[src/hdl/cache_pkg.sv]
package cache_pkg;

	// ------------------------------
	// Address and data geometry
	// ------------------------------
	localparam int ADDR_W     = 12;
	localparam int DATA_W     = 32;
	localparam int OFFSET_W   = 2;
	localparam int INDEX_W    = 8;
	localparam int TAG_W      = ADDR_W - INDEX_W - OFFSET_W;

	// Cache organisation
	localparam int LINE_WORDS = 1 << OFFSET_W;
	localparam int WAYS       = 2;
	localparam int SETS       = 1 << INDEX_W;

	// Last word of a line, end of refill
	localparam logic [OFFSET_W-1:0] LAST_WORD = OFFSET_W'(LINE_WORDS - 1);

	// ------------------------------
	// Main memory model
	// ------------------------------
	localparam int MEM_WORDS   = 1 << ADDR_W;
	localparam int MEM_LATENCY = 3;
	localparam int MEM_CNT_W   = $clog2(MEM_LATENCY + 1);
	// Start value of the latency countdown
	localparam logic [MEM_CNT_W-1:0] MEM_CNT_INIT = MEM_CNT_W'(MEM_LATENCY);

	// Processor opcode, write is 1 as on the cpu_op pin
	typedef enum logic {
		OP_READ  = 1'b0,
		OP_WRITE = 1'b1
	} cache_op_e;

	// Execute FSM
	typedef enum logic [2:0] {
		EX_IDLE,
		EX_LOOKUP,
		EX_REFILL,
		EX_WRITE,
		EX_RESPOND
	} exec_state_e;

	// Main memory FSM
	typedef enum logic [1:0] {
		MS_IDLE,
		MS_WAIT,
		MS_ACK
	} mem_state_e;

endpackage

[src/hdl/cache_ifs.sv]


// ------------------------------
// Execute to result
// ------------------------------
interface resp_if;
	// One-cycle pulse
	logic                          valid;
	logic                          hit;
	logic [cache_pkg::DATA_W-1:0]  rdata;
	// No response held or acknowledged
	logic                          idle;

	modport source (output valid, hit, rdata, input idle);
	modport sink (input valid, hit, rdata, output idle);
	// Decode only needs idle
	modport observer (input idle);
endinterface


[src/hdl/cache_result.sv]
`timescale 1ns/100ps

module cache_result (
	input  logic                          clk,
	input  logic                          rst_n,
	input  logic                          req,
	resp_if.sink                          resp,
	output logic                          ack,
	output logic [cache_pkg::DATA_W-1:0]  rdata,
	output logic                          hit
);

	// Held response
	logic [cache_pkg::DATA_W-1:0] rdata_q;
	logic                         hit_q;
	logic                         ack_q;

	// ------------------------------
	// Processor handshake
	// ------------------------------
	always_ff @(posedge clk or negedge rst_n) begin
		if (!rst_n) begin
			ack_q <= 1'b0;
		end else begin
			if (resp.valid)
				ack_q <= 1'b1;
			// Close once the processor lets go of req
			else if (ack_q && !req)
				ack_q <= 1'b0;
		end
	end

	// Capture on the execute pulse
	always_ff @(posedge clk) begin
		if (resp.valid) begin
			rdata_q <= resp.rdata;
			hit_q   <= resp.hit;
		end
	end

	// Busy from capture until ack drops
	assign resp.idle = !ack_q;

	assign ack   = ack_q;
	assign rdata = rdata_q;
	assign hit   = hit_q;

endmodule

[src/flat_wrapper.sv]
// flat-port wrapper written by rule: the top's interface ports become plain ports
module cache_result_flat 
  (clk, rst_n, req, ack, rdata, hit, resp_valid, resp_hit, resp_rdata, resp_idle);
  resp_if resp_i ();
  input  logic clk;
  input  logic rst_n;
  input  logic req;
  output logic ack;
  output logic [cache_pkg::DATA_W-1:0] rdata;
  output logic hit;
  input wire logic [$bits(resp_i.valid)-1:0] resp_valid;
  input wire logic [$bits(resp_i.hit)-1:0] resp_hit;
  input wire logic [$bits(resp_i.rdata)-1:0] resp_rdata;
  output wire logic [$bits(resp_i.idle)-1:0] resp_idle;
  assign resp_i.valid = resp_valid;
  assign resp_i.hit = resp_hit;
  assign resp_i.rdata = resp_rdata;
  assign resp_idle = resp_i.idle;
  cache_result u_core (.clk(clk), .rst_n(rst_n), .req(req), .resp(resp_i), .ack(ack), .rdata(rdata), .hit(hit));
endmodule
[config.mk]
export PLATFORM = sky130hd
export DESIGN_NAME = cache_result_flat
export DESIGN_NICKNAME = d
export VERILOG_FILES = /design/src/hdl/cache_pkg.sv /design/src/hdl/cache_ifs.sv /design/src/hdl/cache_result.sv /design/src/flat_wrapper.sv
export SDC_FILE = /design/constraint.sdc
export NUM_CORES = 1
export LEC_CHECK = 0
export BUFFER_PORTS_ARGS = -buffer_cell sky130_fd_sc_hd__buf_2
export CORE_MARGIN = 2
export CORE_UTILIZATION = 35
export CTS_CLUSTER_DIAMETER = 40
export CTS_CLUSTER_SIZE = 16
export DETAILED_ROUTE_END_ITERATION = 8
export GPL_TIMING_DRIVEN = 0
export PLACE_DENSITY = 0.73
export SLEW_MARGIN = 40
export SYNTH_ARGS = -nofsm -noshare
export SYNTH_HDL_FRONTEND = slang
export SYNTH_SLANG_ARGS = --single-unit
[constraint.sdc]
create_clock -name clk -period 0.8 [get_ports clk]
set_input_delay 0.04 -clock clk [delete_from_list [all_inputs] [get_ports clk]]
set_output_delay 0.04 -clock clk [all_outputs]
set_load 0.03 [all_outputs]
==> results by group <==
Synthesis
  – Syn nets: 73
  – Yosys top cell area share: 96.5%
  – Number of synthesized register bits: 34
  – Area contributors post-synth: edfxtp_1 (96%), dfrtp_1 (2.4%), a21o_1 (0.73%)
  – YS warnings: 0
  – Sequential fraction of the synthesis area: 98.9%
  – Cell Area, Synth: 0.00103 mm2
  – Cell taking the most area after synthesis: edfxtp_1
  – Gate Count Post-Synth: 36
  – Avg Inst Size Synth: 28.5 um2
  – Cell variety after synth: 4

Timing
  – Final setup vio count: 36
  – Final hold violation count: 0
  – Final Skew: 0 ps
  – Pins Over Slew Limit: 0
  – Top achievable clock speed: 993 MHz
  – Final period util: 126%
  – Worst-Margin Slew: 730 ps
  – Final WS setup: -207 ps
  – Min Clock Period, post-route: 1010 ps
  – Max_slew headroom: 51.3%
  – RSZ-0062 raised after global routing: yes

Die
  – Die area: 0.00338 mm2
  – Chip width: 58.2 um
  – Ports: 72
  – Initial core utilization: 36.9%
  – Row cnt: 19
  – CORE AREA: 0.00278 mm2
  – Die Height: 58.2 um

Finish
  – Layout fillers: 166
  – Diode count: 0
  – Final non-filler cell total: 183
  – Nets: 188
  – Register area: 0.00102 mm2
  – Area Growth Syn to Fin: 100%
  – Proportion of layout cells with a drive suffix above 1: 52.6%
  – Multi-input logic area: 7.51 um2

CTS
  – Skew-Pair Late Insertion Delay: 340 ps
  – TritonCTS Sinks: 34
  – Clock Tree Buf Depth: 2
  – Reg clk slew, reported paths: 110 ps
  – Clock Root Buffer: clkbuf_4
  – CTS HTree Levels: 2
  – Total CTS buffers: 5
  – CTS tree: built

Worst setup path
  – Startpoint Class: register
  – Critical-path cell list: buf_2
  – Crit-path leading delay family: flip-flops
  – CP endpoint kind: output pin
  – WS Path Type: reg -> out
  – WP buf/inv: 1
  – Data required, critical path: 760 ps
  – CP max-delay cell: dfrtp_1
  – Crit-path max cell delay: 410 ps
  – Worst-path fanout max: 3
  – Crit path DAT: 970 ps

Run status
  – Failing checks: negative setup slack
  – Status: finished, violations left

GRT
  – GRT Util Overall: 19.2%
  – GRT overflow: 0
  – Vias in the first global route: 895
  – Largest net degree at the start of global routing: 35
  – Initial antenna violation count: 0
  – First-pass GRT wire length: 4.35 mm

Pwr
  – Peak VDD IR: 2060 uV
  – Pwr dens: 1920 mW/mm2
  – Final Power: 3.95 mW
  – Static Leak: 0.875 nW

Placed design
  – Placer Congestion: 0.696
  – Buffers on Ports: 71
  – Placed cells: 138

Run
  – Max_cap viols: 0

Detailed routing
  – DR iter-0 viols: 27
  – Vias per cell: 4.33
  – DR WL/cell: 15.6 um
  – DRT Pass-1 Iters: 4
  – Final antenna-violating net count: 0
  – Final WL: 2.86 mm
  – Drc violations: 0
  – Via count: 793

Min path
  – Worst min-delay path class: in -> reg
[path summary, 6_finish.rpt]
kind,start,depth (start not counted),slack (ps),to
worst max-delay path,u_core.ack,1,-210,ack
worst min-delay path,resp_valid,1,300,u_core.rdata[8]
worst min register to register,u_core.ack,2,660,u_core.ack
max in group asynchronous,rst_n,3,160,u_core.ack
min in group asynchronous,rst_n,3,530,u_core.ack
worst max register to register,u_core.ack,2,-20,u_core.ack
[cell usage after synthesis (all sizes together)]
cell	count
a21o	1
dfrtp	1
edfxtp	33
inv	1
[stage by stage]
stage	utilization, %	setup slack (ps)	setup TNS, ps	hold WS [ps]	cell area (um2)
3_5_place_dp	51.1	-191	-6270	-183	1420
6_report	74.0	-207	-4700	296	2060
3_3_place_gp	51.1	-156	-5100	-185	1420
5_1_grt	74.0	-252	-6280	326	2060
4_1_cts	73.7	-186	-4910	285	2050
2_1_floorplan	-	15.8	0	-256	1030
[metal layers]
layer	track usage [%]	up-vias	share of wire (%)	wire length (um)
met5	0	-	0	0
met4	7.97	0	0.66	19
met3	11.6	2	13	374
met2	32.1	59	51	1470
met1	19.3	361	35	998
li1	-	371	-	-
[cell families (layout without fill, tap and decap cells)]
logic type,Yosys count,in the layout,synth area share (%)
AO/OA/AOI/OAI,1,1,0.731
buffers and inverters,1,117,0.365
flip-flops,34,34,98.9
[state kept, by name, indices dropped and copies added, names as in the netlist]
register / count
u_core.ack: 1
u_core.hit: 1
u_core.rdata: 32
[cell type report]
cell class | count | area share [%]
Tap cell | 31 | 1.88
Inverter | 1 | 0.182
Timing Repair Buffer | 108 | 45.5
Sequential cell | 34 | 49.4
Clock inverter | 2 | 0.729
Multi-Input combinational cell | 1 | 0.365
Clock buffer | 6 | 2.01
[power by group]
| group | internal, mW | switching (mW) |
|---|---|---|
| sequential | 2.11 | 0.0688 |
| clock | 0.343 | 0.571 |
| combinational | 0.428 | 0.427 |
| total | 2.88 | 1.07 |
[repair_timing]
item,4_1_cts,5_1_grt
pin swaps,0,0
hold endpoints to repair,35,0
resized for setup,68,1
setup buffers,0,1
hold buffers,36,0
endpoints found under the setup margin,35,35
[placed cells by master (no fill, tap or decap)]
cell type | Yosys | routed
clkbuf_1 | 0 | 1
dlygate4sd3_1 | 0 | 36
buf_4 | 0 | 1
a21o_1 | 1 | 1
edfxtp_1 | 33 | 33
dfrtp_1 | 1 | 1
clkbuf_4 | 0 | 5
buf_6 | 0 | 34
buf_2 | 0 | 37
clkinvlp_4 | 0 | 2
inv_2 | 0 | 1
No activity file was read; power rests on OpenSTA's default activity.
