**src/hdl/cache_pkg.sv**
```systemverilog
package cache_pkg;

	// ------------------------------
	// Address and data geometry
	// ------------------------------
	localparam int ADDR_W     = 12;
	localparam int DATA_W     = 32;
	localparam int OFFSET_W   = 2;
	localparam int INDEX_W    = 8;
	localparam int TAG_W      = ADDR_W - INDEX_W - OFFSET_W;

	// Cache organisation
	localparam int LINE_WORDS = 1 << OFFSET_W;
	localparam int WAYS       = 2;
	localparam int SETS       = 1 << INDEX_W;

	// Last word of a line, end of refill
	localparam logic [OFFSET_W-1:0] LAST_WORD = OFFSET_W'(LINE_WORDS - 1);

	// ------------------------------
	// Main memory model
	// ------------------------------
	localparam int MEM_WORDS   = 1 << ADDR_W;
	localparam int MEM_LATENCY = 3;
	localparam int MEM_CNT_W   = $clog2(MEM_LATENCY + 1);
	// Start value of the latency countdown
	localparam logic [MEM_CNT_W-1:0] MEM_CNT_INIT = MEM_CNT_W'(MEM_LATENCY);

	// Processor opcode, write is 1 as on the cpu_op pin
	typedef enum logic {
		OP_READ  = 1'b0,
		OP_WRITE = 1'b1
	} cache_op_e;

	// Execute FSM
	typedef enum logic [2:0] {
		EX_IDLE,
		EX_LOOKUP,
		EX_REFILL,
		EX_WRITE,
		EX_RESPOND
	} exec_state_e;

	// Main memory FSM
	typedef enum logic [1:0] {
		MS_IDLE,
		MS_WAIT,
		MS_ACK
	} mem_state_e;

endpackage

```
**src/hdl/cache_ifs.sv**
```systemverilog
`timescale 1ns/100ps

// ------------------------------
// Decode to execute
// ------------------------------
interface lookup_if;
	logic                            valid;
	cache_pkg::cache_op_e            op;
	logic [cache_pkg::TAG_W-1:0]     tag;
	logic [cache_pkg::INDEX_W-1:0]   index;
	logic [cache_pkg::OFFSET_W-1:0]  offset;
	logic [cache_pkg::DATA_W-1:0]    wdata;
	// Execute has latched the request
	logic                            taken;

	modport source (output valid, op, tag, index, offset, wdata, input taken);
	modport sink (input valid, op, tag, index, offset, wdata, output taken);
endinterface

// ------------------------------
// Execute to result
// ------------------------------
interface resp_if;
	// One-cycle pulse
	logic                          valid;
	logic                          hit;
	logic [cache_pkg::DATA_W-1:0]  rdata;
	// No response held or acknowledged
	logic                          idle;

	modport source (output valid, hit, rdata, input idle);
	modport sink (input valid, hit, rdata, output idle);
	// Decode only needs idle
	modport observer (input idle);
endinterface


```
**src/hdl/cache_decode.sv**
```systemverilog
`timescale 1ns/100ps

module cache_decode (
	input  logic                          clk,
	input  logic                          rst_n,
	input  logic                          req,
	input  logic                          op,
	input  logic [cache_pkg::ADDR_W-1:0]  addr,
	input  logic [cache_pkg::DATA_W-1:0]  wdata,
	lookup_if.source                      lookup,
	resp_if.observer                      resp
);

	// Request registers
	cache_pkg::cache_op_e            op_q;
	logic [cache_pkg::ADDR_W-1:0]    addr_q;
	logic [cache_pkg::DATA_W-1:0]    wdata_q;

	// Control
	logic valid_q;
	logic pending_q;
	logic accept;

	// New request only when nothing in flight and the last handshake closed
	assign accept = req && !pending_q && resp.idle;

	// ------------------------------
	// Control state
	// ------------------------------
	always_ff @(posedge clk or negedge rst_n) begin
		if (!rst_n) begin
			valid_q   <= 1'b0;
			pending_q <= 1'b0;
		end else begin
			if (accept) begin
				valid_q   <= 1'b1;
				pending_q <= 1'b1;
			end else if (lookup.taken) begin
				valid_q <= 1'b0;
			end
			// Response captured, so the held req is already served
			if (!resp.idle)
				pending_q <= 1'b0;
		end
	end

	// Payload capture
	always_ff @(posedge clk) begin
		if (accept) begin
			op_q    <= op ? cache_pkg::OP_WRITE : cache_pkg::OP_READ;
			addr_q  <= addr;
			wdata_q <= wdata;
		end
	end

	// ------------------------------
	// Address split
	// ------------------------------
	assign lookup.valid  = valid_q;
	assign lookup.op     = op_q;
	assign lookup.tag    = addr_q[cache_pkg::ADDR_W-1 -: cache_pkg::TAG_W];
	assign lookup.index  = addr_q[cache_pkg::OFFSET_W +: cache_pkg::INDEX_W];
	assign lookup.offset = addr_q[cache_pkg::OFFSET_W-1:0];
	assign lookup.wdata  = wdata_q;

endmodule

```
**src/flat_wrapper.sv**
```systemverilog
// flat-port wrapper written by rule: the top's interface ports become plain ports
module cache_decode_flat 
  (clk, rst_n, req, op, addr, wdata, lookup_valid, lookup_op, lookup_tag, lookup_index, lookup_offset, lookup_wdata, lookup_taken, resp_idle);
  lookup_if lookup_i ();
  resp_if resp_i ();
  input  logic clk;
  input  logic rst_n;
  input  logic req;
  input  logic op;
  input  logic [cache_pkg::ADDR_W-1:0] addr;
  input  logic [cache_pkg::DATA_W-1:0] wdata;
  output wire logic [$bits(lookup_i.valid)-1:0] lookup_valid;
  output wire logic [$bits(lookup_i.op)-1:0] lookup_op;
  output wire logic [$bits(lookup_i.tag)-1:0] lookup_tag;
  output wire logic [$bits(lookup_i.index)-1:0] lookup_index;
  output wire logic [$bits(lookup_i.offset)-1:0] lookup_offset;
  output wire logic [$bits(lookup_i.wdata)-1:0] lookup_wdata;
  input wire logic [$bits(lookup_i.taken)-1:0] lookup_taken;
  input wire logic [$bits(resp_i.idle)-1:0] resp_idle;
  assign lookup_valid = lookup_i.valid;
  assign lookup_op = lookup_i.op;
  assign lookup_tag = lookup_i.tag;
  assign lookup_index = lookup_i.index;
  assign lookup_offset = lookup_i.offset;
  assign lookup_wdata = lookup_i.wdata;
  assign lookup_i.taken = lookup_taken;
  assign resp_i.idle = resp_idle;
  cache_decode u_core (.clk(clk), .rst_n(rst_n), .req(req), .op(op), .addr(addr), .wdata(wdata), .lookup(lookup_i), .resp(resp_i));
endmodule
```
**config.mk**
```make
export PLATFORM = sky130hd
export DESIGN_NAME = cache_decode_flat
export DESIGN_NICKNAME = d
export VERILOG_FILES = /design/src/hdl/cache_pkg.sv /design/src/hdl/cache_ifs.sv /design/src/hdl/cache_decode.sv /design/src/flat_wrapper.sv
export SDC_FILE = /design/constraint.sdc
export NUM_CORES = 1
export LEC_CHECK = 0
export BUFFER_PORTS_ARGS = -buffer_cell sky130_fd_sc_hd__buf_2
export CAP_MARGIN = 20
export CORE_ASPECT_RATIO = 1.2
export CORE_MARGIN = 2
export CORE_UTILIZATION = 40
export DETAILED_ROUTE_END_ITERATION = 8
export GPL_TIMING_DRIVEN = 0
export HOLD_SLACK_MARGIN = 0.12
export PLACE_DENSITY = 0.77
export SLEW_MARGIN = 20
export SYNTH_ARGS = -nofsm -noshare
export SYNTH_HDL_FRONTEND = slang
export SYNTH_SLANG_ARGS = --single-unit
export TNS_END_PERCENT = 100
```
**constraint.sdc**
```tcl
create_clock -name clk -period 3.6 [get_ports clk]
set_input_delay 0.54 -clock clk [delete_from_list [all_inputs] [get_ports clk]]
set_output_delay 0.54 -clock clk [all_outputs]
set_load 0.02 [all_outputs]
```
==> flow_summary.json, run 1 <==
{
  "grt_pass1_vias": 980,
  "muxShareOfSynthArea": 0,
  "routedWlPerCell_microns": 13.7,
  "viasPerCell": 4.53,
  "start_util": 0.422,
  "ioPinCount": 96,
  "netlist.area_leader.share": 0.943,
  "yosysMostFrequentCell": "edfxtp_1",
  "fp-row-count": 23,
  "fin_area_sq_um": 2110,
  "numCtsBuffers": 5,
  "antenna_found_initial": 0,
  "finalWirelength_mm": 2.66,
  "fin_ws_ps": 2010,
  "multi_input_area_sq_um": 35.0,
  "drt_iter0_drc": 16,
  "synthesis.area_sq_um": 1430,
  "violations": "DRC",
  "p_leak_nw": 0.902,
  "clock-sinks": 47,
  "powerDensity_nw_per_um2": 510,
  "path_cells": "nor2_4, buf_16",
  "cts_root_buf": "clkbuf_8",
  "worstPathArrival_ps": 1580,
  "cp-endpoint": "u_core.lookup.wdata[19]$_DFFE_PP_",
  "synth-compound-area-share": 0.0140,
  "n_antenna_cell": 0,
  "regArea_sq_um": 1400,
  "cts_resized": 0,
  "syn-num-nets": 102,
  "clkLatencyLatePin_ps": 280,
  "cts_buffer_depth": 2,
  "rr_worst_depth": 2,
  "netlist_instances": 52,
  "max_freq_mhz": 630,
  "synthTopCellsByArea": "edfxtp_1, dfrtp_1, o22ai_2",
  "setup_viol": 0,
  "hpwl_mm": 2.09,
  "grt-ovfl-total": 0,
  "crit_fanout": 26,
  "hold_violations": 0,
  "rsz0062_at_grt": "no",
  "crit_type": "reg -> reg",
  "grt_pass1_wl_mm": 4.00,
  "yosysTopAreaCell": "edfxtp_1",
  "fin_skew_ps": 4.92,
  "synth_edf_count": 45,
  "drv_slew": 0,
  "gr-usage-all-layers": 0.136,
  "holdWs_ps": 426,
  "synth_warnings": 0,
  "required_ps": 3600,
  "cts_htree_levels": 2,
  "synth-main-ff-cell": "edfxtp_1",
  "instances_no_fill": 194,
  "synthTopCellsByCount": "edfxtp_1, dfrtp_1",
  "gp_congestion": 0.682,
  "fin_setup_tns_ps": 0,
  "fp.coreArea_sq_um": 3400,
  "drive_above_1_share": 0.669,
  "grt_max_degree": 27,
  "die_w_microns": 58.6,
  "die_y_microns": 69.6,
  "yosys.area_share.simple": 0.00524,
  "r2r-start": "u_core.pending_q$_DFFE_PN0P_",
  "fin_crit_ps": 1590,
  "end_kind": "flop",
  "slowest_delay_ps": 620,
  "synth_top_family_by_area": "compound AO/OA/AOI/OAI gates",
  "tightest_slew_ps": 756,
  "place_area_sq_um": 1990,
  "ff2ff_setup_slack_ps": 2010,
  "worstReg2RegEnd": "u_core.lookup.wdata[19]$_DFFE_PP_",
  "cp_slowest_cell": "nor2_4",
  "max_slew_margin": 0.495,
  "synth_xor_area_frac": 0,
  "n_fill_cell": 265,
  "vias": 879,
  "tritoncts": "yes",
  "outcome": "finished, violations left",
  "crit_start": "u_core.pending_q$_DFFE_PN0P_",
  "drc": 5,
  "synth_fa_ha_area_frac": 0,
  "cp-start-kind": "flop",
  "ir_drop_uv": 343,
  "avgSynthCellArea_sq_um": 27.6,
  "dp.cells": 185,
  "cap_violations": 0,
  "cts_setup_buffers": 0,
  "dieArea_sq_um": 4080,
  "ant_nets": 0,
  "drt_pass1_iterations": 6,
  "synth-seq-area-share": 0.978,
  "hold_buffers": 1,
  "io_buffers": 95,
  "finalNetCount": 206,
  "synthArstFlopShare": 0.0426,
  "hold_path.class": "in -> reg",
  "place_ws_ps": 1690,
  "clk_pin_slew_worst_paths_ps": 80,
  "finalCritPeriodShare": 0.441,
  "area_delta_synth_final_pct": 47.1,
  "ys_ff_latch": 47,
  "ys_types": 7
}
-- metal layers --
metal / part of all wire / wire [microns] / vias up / track usage
met2: 0.56 / 1500 / 62 / 0.243
met1: 0.30 / 806 / 403 / 0.117
met5: 0 / 0 / - / 0
met3: 0.13 / 335 / 2 / 0.0728
li1: - / - / 412 / -
met4: 0.0064 / 17 / 0 / 0.0631
-- kinds of logic after synthesis --
| group | count (synthesis) |
|---|---|
| buffers and inverters | 1 |
| DFF | 47 |
| AOI/OAI and AO/OA | 2 |
| and+or+nand+nor | 2 |
-- area by class of cell --
class                      count  share of cell area
inverter                       1             0.00178
multi-input combinational      4              0.0166
tap                           37              0.0220
clock inverter                 3              0.0184
timing repair buffer          97               0.243
clock buffer                   5              0.0327
sequential                    47               0.665
-- cell usage in the layout (no fill, tap or decap), drive strengths merged --
cell type    synthesis  layout
buf                  0      96
edfxtp              45      45
clkbuf               0       5
dfrtp                2       2
clkinv               0       2
nand2                1       1
nor2                 1       1
o21a                 1       1
inv                  1       1
o22ai                1       1
bufinv               0       1
dlygate4sd3          0       1
-- where the power goes --
| group | switching (mW) | internal (mW) |
|---|---|---|
| registers | 0.00573 | 0.624 |
| clock network | 0.154 | 0.203 |
| logic | 0.0502 | 0.0366 |
| total | 0.210 | 0.864 |
-- stage by stage --
| stage | total power [mW] | utilization |
|---|---|---|
| global route | 1.12 | 0.620 |
| detailed placement | 0.730 | 0.586 |
| floorplan | 0.679 | - |
| global placement | 0.723 | 0.576 |
| CTS | 1.09 | 0.620 |
| finish | 1.07 | 0.620 |
-- worst min-delay path by stage --
stage | depth (start not counted) | slack [ps] | endpoint | startpoint
global route | 1 | 410 | u_core.lookup.wdata[29]$_DFFE_PP_ | wdata[29]
CTS | 1 | 410 | u_core.lookup.wdata[30]$_DFFE_PP_ | wdata[30]
finish | 1 | 430 | u_core.lookup.wdata[22]$_DFFE_PP_ | wdata[22]
detailed placement | 1 | 330 | u_core.pending_q$_DFFE_PN0P_ | rst_n
floorplan | 0 | 240 | u_core.lookup.valid$_DFFE_PN0P_ | rst_n
global placement | 1 | 320 | u_core.pending_q$_DFFE_PN0P_ | rst_n
-- worst max-delay path: cells and delay by family, from the launching register on --
kind / cells / cell delay [ps]
AND/OR/NAND/NOR: 1 / 620
flip-flops: 1 / 430
buffers and inverters: 1 / 240
-- registers in the layout, summed over array words and instances (netlist names) --
name                 count
u_core.lookup.wdata     32
u_core.lookup.valid      1
u_core.addr_q           12
u_core.pending_q         1
u_core.lookup.op         1
No activity file was read; power rests on OpenSTA's default activity.
==> run 2: changes to the inputs <==
- ABC_AREA: unset -> 1
- CORE_UTILIZATION: 40 -> 36
- PLACE_DENSITY: 0.77 -> 0.73
- clock period: 3.6 -> 1.3 ns (I/O delays scaled with it)
==> run 2 against run 1 <==
  * Synthesized cell count is 5.8% higher
  * Worst hold slack got worse by 270 ps
  * Clock skew is 2.0 ps higher
  * The run ends with setup timing left
  * First-iteration DRC count is 56% higher
  * Register-to-register slack got worse by 2100 ps
  * Cell count rose by 34%
  * Design area is 23% higher
  * Setup slack got worse by 2100 ps
  * Clock-buffer cell count is 1 higher
  * Largest cell class unchanged
  * Die area increased by 11%
  * Combinational power grew to 4.4 times the previous value
  * Clock power grew to 3.4 times the previous value
==> flow_summary.json, run 2 <==
{
  "end_kind": "flop",
  "ir_drop_uv": 863,
  "synthesis.area_sq_um": 1440,
  "ff2ff_setup_slack_ps": -50,
  "dp.cells": 204,
  "area_delta_synth_final_pct": 80.7,
  "synth_edf_count": 45,
  "required_ps": 1200,
  "r2r-start": "u_core.pending_q$_DFFE_PN0P_",
  "dieArea_sq_um": 4520,
  "gr-usage-all-layers": 0.175,
  "start_util": 0.371,
  "final_util": 0.670,
  "finalCritPeriodShare": 1.04,
  "cap_violations": 0,
  "fin_ws_ps": -52.0,
  "n_fill_cell": 294,
  "drt_pass1_iterations": 4,
  "drt_iter0_drc": 25,
  "clk_pin_slew_worst_paths_ps": 80,
  "grt_pass1_wl_mm": 5.46,
  "crit_type": "reg -> reg",
  "synth_fa_ha_area_frac": 0,
  "cp-start-kind": "flop",
  "instances_no_fill": 260,
  "setup_viol": 33,
  "holdWs_ps": 158,
  "p_leak_nw": 1.10,
  "outcome": "finished, violations left",
  "ioPinCount": 96,
  "tightest_slew_ps": 469,
  "rsz0062_at_grt": "yes",
  "synth-main-ff-cell": "edfxtp_1",
  "muxShareOfSynthArea": 0,
  "max_freq_mhz": 740,
  "drc": 0,
  "powerDensity_nw_per_um2": 1300,
  "ys_types": 5,
  "synth-compound-area-share": 0,
  "worstPathArrival_ps": 1250,
  "finalWirelength_mm": 3.66,
  "drive_above_1_share": 0.519,
  "yosysMostFrequentCell": "edfxtp_1",
  "antenna_found_initial": 0,
  "max_slew_margin": 0.686,
  "die_w_microns": 61.7,
  "gp_congestion": 0.694,
  "ant_nets": 0,
  "hold_start": "lookup_taken",
  "hold_path.class": "in -> reg",
  "hold_violations": 0,
  "synth-seq-area-share": 0.975,
  "crit_start": "u_core.pending_q$_DFFE_PN0P_",
  "die_y_microns": 73.2,
  "synth_warnings": 0,
  "tritoncts": "yes",
  "grt_max_degree": 24,
  "yosys.area_share.simple": 0.0174,
  "crit_fanout": 22,
  "grt_pass1_vias": 1193,
  "yosysTopAreaCell": "edfxtp_1",
  "synthTopCellsByArea": "edfxtp_1, dfrtp_1, nand2_1",
  "largest_reg_flops": 32,
  "viasPerCell": 4.17,
  "clock-sinks": 47,
  "ys_ff_latch": 47,
  "place_ws_ps": -467,
  "synthTopCellsByCount": "edfxtp_1, nand2_1, inv_1",
  "avgSynthCellArea_sq_um": 26.1,
  "hpwl_mm": 2.17,
  "netlist_instances": 55,
  "vias": 1083,
  "finalNetCount": 255,
  "cts_root_buf": "clkbuf_8",
  "fp-row-count": 25,
  "fp.coreArea_sq_um": 3880,
  "synthArstFlopShare": 0.0426,
  "cts_htree_levels": 2,
  "final_common_cell": "buf_2",
  "cts_buffer_depth": 2,
  "clkLatencyLatePin_ps": 290,
  "syn-num-nets": 105,
  "drv_slew": 0,
  "layout_common_cells": "buf_2, dlygate4sd3_1, edfxtp_1",
  "fin_skew_ps": 6.91,
  "violations": "setup timing",
  "fin_crit_ps": 1350,
  "multi_input_area_sq_um": 32.5,
  "io_buffers": 95,
  "grt-ovfl-total": 0,
  "n_antenna_cell": 0,
  "cts_setup_buffers": 0,
  "numCtsBuffers": 5,
  "regArea_sq_um": 1400,
  "synth_xor_area_frac": 0,
  "routedWlPerCell_microns": 14.1,
  "netlist.area_leader.share": 0.940,
  "synth_top_family_by_area": "simple AND/OR/NAND/NOR gates"
}
run 2: cells by family (layout without fill, tap and decap cells):
logic type | count (synthesis) | in the layout
DFF | 47 | 47
and+or+nand+nor | 5 | 5
buffers and inverters | 3 | 154
run 2: power by group:
group	internal, mW	switching (mW)
clock network	0.768	0.464
logic	0.189	0.189
registers	1.74	0.0208
total	2.70	0.675
run 2: path summary, 6_finish.rpt:
| path | end | depth (start not counted) |
|---|---|---|
| hold reg to reg | u_core.pending_q$_DFFE_PN0P_ | 2 |
| max in group asynchronous | u_core.lookup.valid$_DFFE_PN0P_ | 2 |
| setup reg to reg | u_core.addr_q[4]$_DFFE_PP_ | 3 |
| min in group asynchronous | u_core.pending_q$_DFFE_PN0P_ | 2 |
| setup / recovery | u_core.addr_q[4]$_DFFE_PP_ | 3 |
| hold / removal | u_core.lookup.valid$_DFFE_PN0P_ | 4 |
run 2: worst max-delay path, stage by stage (launching register included):
cell and delay, ps:
dfrtp_1 380, inv_2 50, nand3_4 100, clkinvlp_4 420
run 2: layout make-up:
| cell class | instances | area share |
|---|---|---|
| repair buffers | 141 | 0.360 |
| repair inverters | 2 | 0.00482 |
| clock inverters | 2 | 0.0231 |
| well taps | 54 | 0.0260 |
| multi-input cells | 5 | 0.0125 |
| clock buffers | 6 | 0.0279 |
| inverters | 3 | 0.00578 |
| flip-flops and latches | 47 | 0.539 |
run 2: per-stage QoR:
step           area (sq um)  setup TNS, ps  total power, mW
3_5_place_dp           1980         -20950             2.06
2_1_floorplan          1440          -7730             1.92
6_report               2600          -1230             3.38
5_1_grt                2600          -5380             3.49
3_3_place_gp           1980         -17100             2.05
4_1_cts                2590          -1660             3.39
run 2: per-layer routing:
metal  GRT usage  share of wire
met1       0.208           0.38
met2       0.271           0.48
met3      0.0780           0.11
met4      0.0780          0.019
met5           0              0
run 2: timing repair:
action                                 in CTS  in global routing
resized for setup                           3                  0
setup endpoints to repair                  45                 45
hold buffers                               46                  0
gates cloned                                1                  1
endpoints found under the hold margin      47                  0
==> run 3: changes to the inputs <==
- CORE_UTILIZATION: 36 -> 40
- PLACE_DENSITY: 0.73 -> 0.77
- clock period: 1.3 -> 1.4 ns (I/O delays scaled with it)
==> run 3 against run 2 <==
  * The flow finishes with violations (DRC)
  * Worst hold slack improved by 14 ps
  * Die area is 9.4% lower
  * Flip-flop and latch count is the same
  * Clock skew fell by 1.3 ps
  * Critical path depth stayed put
  * Cell count is 6.2% lower
  * Combinational power down 5.8%
  * Largest power group unchanged
==> flow_summary.json, run 3 (synthesis gave the netlist of run 2 again) <==
{
  "outcome": "finished, violations left",
  "violations": "DRC",
  "p_leak_nw": 1.09,
  "gr-usage-all-layers": 0.186,
  "combPwrFrac": 0.121,
  "drv_slew": 0,
  "holdWs_ps": 173,
  "path_cells": "inv_1, nand3_4, clkinvlp_4",
  "start_util": 0.423,
  "fin_area_sq_um": 2560,
  "rsz0062_at_grt": "no",
  "finalWirelength_mm": 3.62,
  "clk_pin_slew_worst_paths_ps": 80,
  "dp.cells": 187,
  "setup_viol": 0,
  "drt_pass1_iterations": 6,
  "drive_above_1_share": 0.517,
  "power.internal_mw": 2.33,
  "p_clk_frac": 0.322,
  "hold_path.class": "in -> reg",
  "ioPinCount": 96,
  "ir_drop_uv": 750,
  "area_delta_synth_final_pct": 78.3,
  "fp-row-count": 23,
  "final_common_cell": "buf_2",
  "place_area_sq_um": 1960,
  "tightest_slew_ps": 270,
  "die_y_microns": 69.7,
  "hpwl_mm": 1.94,
  "vias": 1080,
  "required_ps": 1380,
  "fp.coreArea_sq_um": 3400,
  "cp_slowest_cell": "dfrtp_1",
  "multi_input_area_sq_um": 32.5,
  "drt_iter0_drc": 19,
  "crit_family": "flip-flops",
  "fin_setup_tns_ps": 0,
  "instances_no_fill": 244,
  "max_freq_mhz": 814,
  "grt_pass1_vias": 1164,
  "tritoncts": "yes",
  "p_sw_frac": 0.208,
  "cts_htree_levels": 2,
  "ff2ff_setup_slack_ps": 170,
  "cp-endpoint": "u_core.lookup.wdata[5]$_DFFE_PP_",
  "cts_root_buf": "clkbuf_8",
  "fin_skew_ps": 5.61,
  "critPathBufInv": 2,
  "numCtsBuffers": 5,
  "end_kind": "flop",
  "ant_nets": 0,
  "clkLatencyLatePin_ps": 290,
  "routedWlPerCell_microns": 14.8,
  "cts_buffer_depth": 2,
  "crit_start": "u_core.pending_q$_DFFE_PN0P_",
  "crit_fanout": 12,
  "max_slew_margin": 0.819,
  "slowest_delay_ps": 390,
  "grt-ovfl-total": 0,
  "drc": 5,
  "r2r-start": "u_core.pending_q$_DFFE_PN0P_",
  "n_antenna_cell": 0,
  "cp-start-kind": "flop",
  "fin_crit_ps": 1230,
  "largest_reg_flops": 32,
  "finalCritPeriodShare": 0.878,
  "die_w_microns": 58.7,
  "io_buffers": 95,
  "total_power_mw": 2.94,
  "worstReg2RegEnd": "u_core.lookup.wdata[5]$_DFFE_PP_",
  "p_seq_frac": 0.557,
  "worstPathArrival_ps": 1210,
  "gp_congestion": 0.735,
  "crit_type": "reg -> reg",
  "viasPerCell": 4.43,
  "cp_num_cells": 3,
  "clock-sinks": 47,
  "antenna_found_initial": 0,
  "grt_max_degree": 24,
  "n_fill_cell": 209,
  "dieArea_sq_um": 4090,
  "grt_pass1_wl_mm": 5.47,
  "cts_setup_buffers": 0,
  "cap_violations": 0,
  "finalNetCount": 256,
  "layout_common_cells": "buf_2, dlygate4sd3_1, edfxtp_1",
  "rr_worst_depth": 3,
  "switching_power_mw": 0.611,
  "powerDensity_nw_per_um2": 1150,
  "regArea_sq_um": 1400,
  "hold_violations": 0
}
-- run 3: changes by cell type in the layout (fill, tap and decap cells not counted) --
cell	delta
inv_2	-1
inv_1	+1
clkinvlp_2	-1
clkinvlp_4	+3
bufinv_16	-1
-- run 3: metal layers --
metal,track usage,up-vias,routed length [microns]
met4,0.0783,0,59
met5,0,-,0
li1,-,511,-
met2,0.330,65,2010
met3,0.0933,6,402
met1,0.171,498,1140
-- run 3: how the worst min path moves through the flow --
stage | from | to | depth (start not counted)
2_1_floorplan | rst_n | u_core.lookup.valid$_DFFE_PN0P_ | 0
3_3_place_gp | rst_n | u_core.lookup.valid$_DFFE_PN0P_ | 1
3_5_place_dp | rst_n | u_core.pending_q$_DFFE_PN0P_ | 1
4_1_cts | lookup_taken | u_core.lookup.valid$_DFFE_PN0P_ | 4
5_1_grt | lookup_taken | u_core.lookup.valid$_DFFE_PN0P_ | 4
6_report | lookup_taken | u_core.lookup.valid$_DFFE_PN0P_ | 4
-- run 3: repair_timing --
action / 4_1_cts / 5_1_grt
hold buffers: 46 / 0
resized for setup: 2 / 2
endpoints found under the hold margin: 47 / 0
gates cloned: 1 / 2
setup endpoints to repair: 45 / 45
-- run 3: per-stage QoR --
| stage | utilization | worst slack, ps |
|---|---|---|
| 2_1_floorplan | - | -71.8 |
| 3_3_place_gp | 0.578 | -264 |
| 3_5_place_dp | 0.578 | -363 |
| 4_1_cts | 0.751 | 24.4 |
| 5_1_grt | 0.755 | 102 |
| 6_report | 0.755 | 171 |
-- run 3: cell type report --
class                      instances  area share
timing repair buffer             141       0.365
sequential                        47       0.547
multi-input combinational          5      0.0127
clock buffer                       6      0.0283
clock inverter                     2      0.0146
timing repair inverter             3     0.00878
tap                               37      0.0181
inverter                           3     0.00586
-- run 3: power by group through the flow --
| stage | Combinational [mW] | Sequential [mW] | Clock (mW) |
|---|---|---|---|
| finish | 0.356 | 1.64 | 0.945 |
| global route | 0.383 | 1.64 | 1.01 |
| CTS | 0.346 | 1.64 | 0.967 |
| detailed placement | 0.241 | 1.67 | 0 |
| global placement | 0.234 | 1.67 | 0 |
| floorplan | 0.0317 | 1.75 | 0 |
-- run 3: worst reg2reg max path, cell delays in order (launching register included) --
cell	delay [ps]
dfrtp_1	390
inv_1	100
nand3_4	150
clkinvlp_4	270
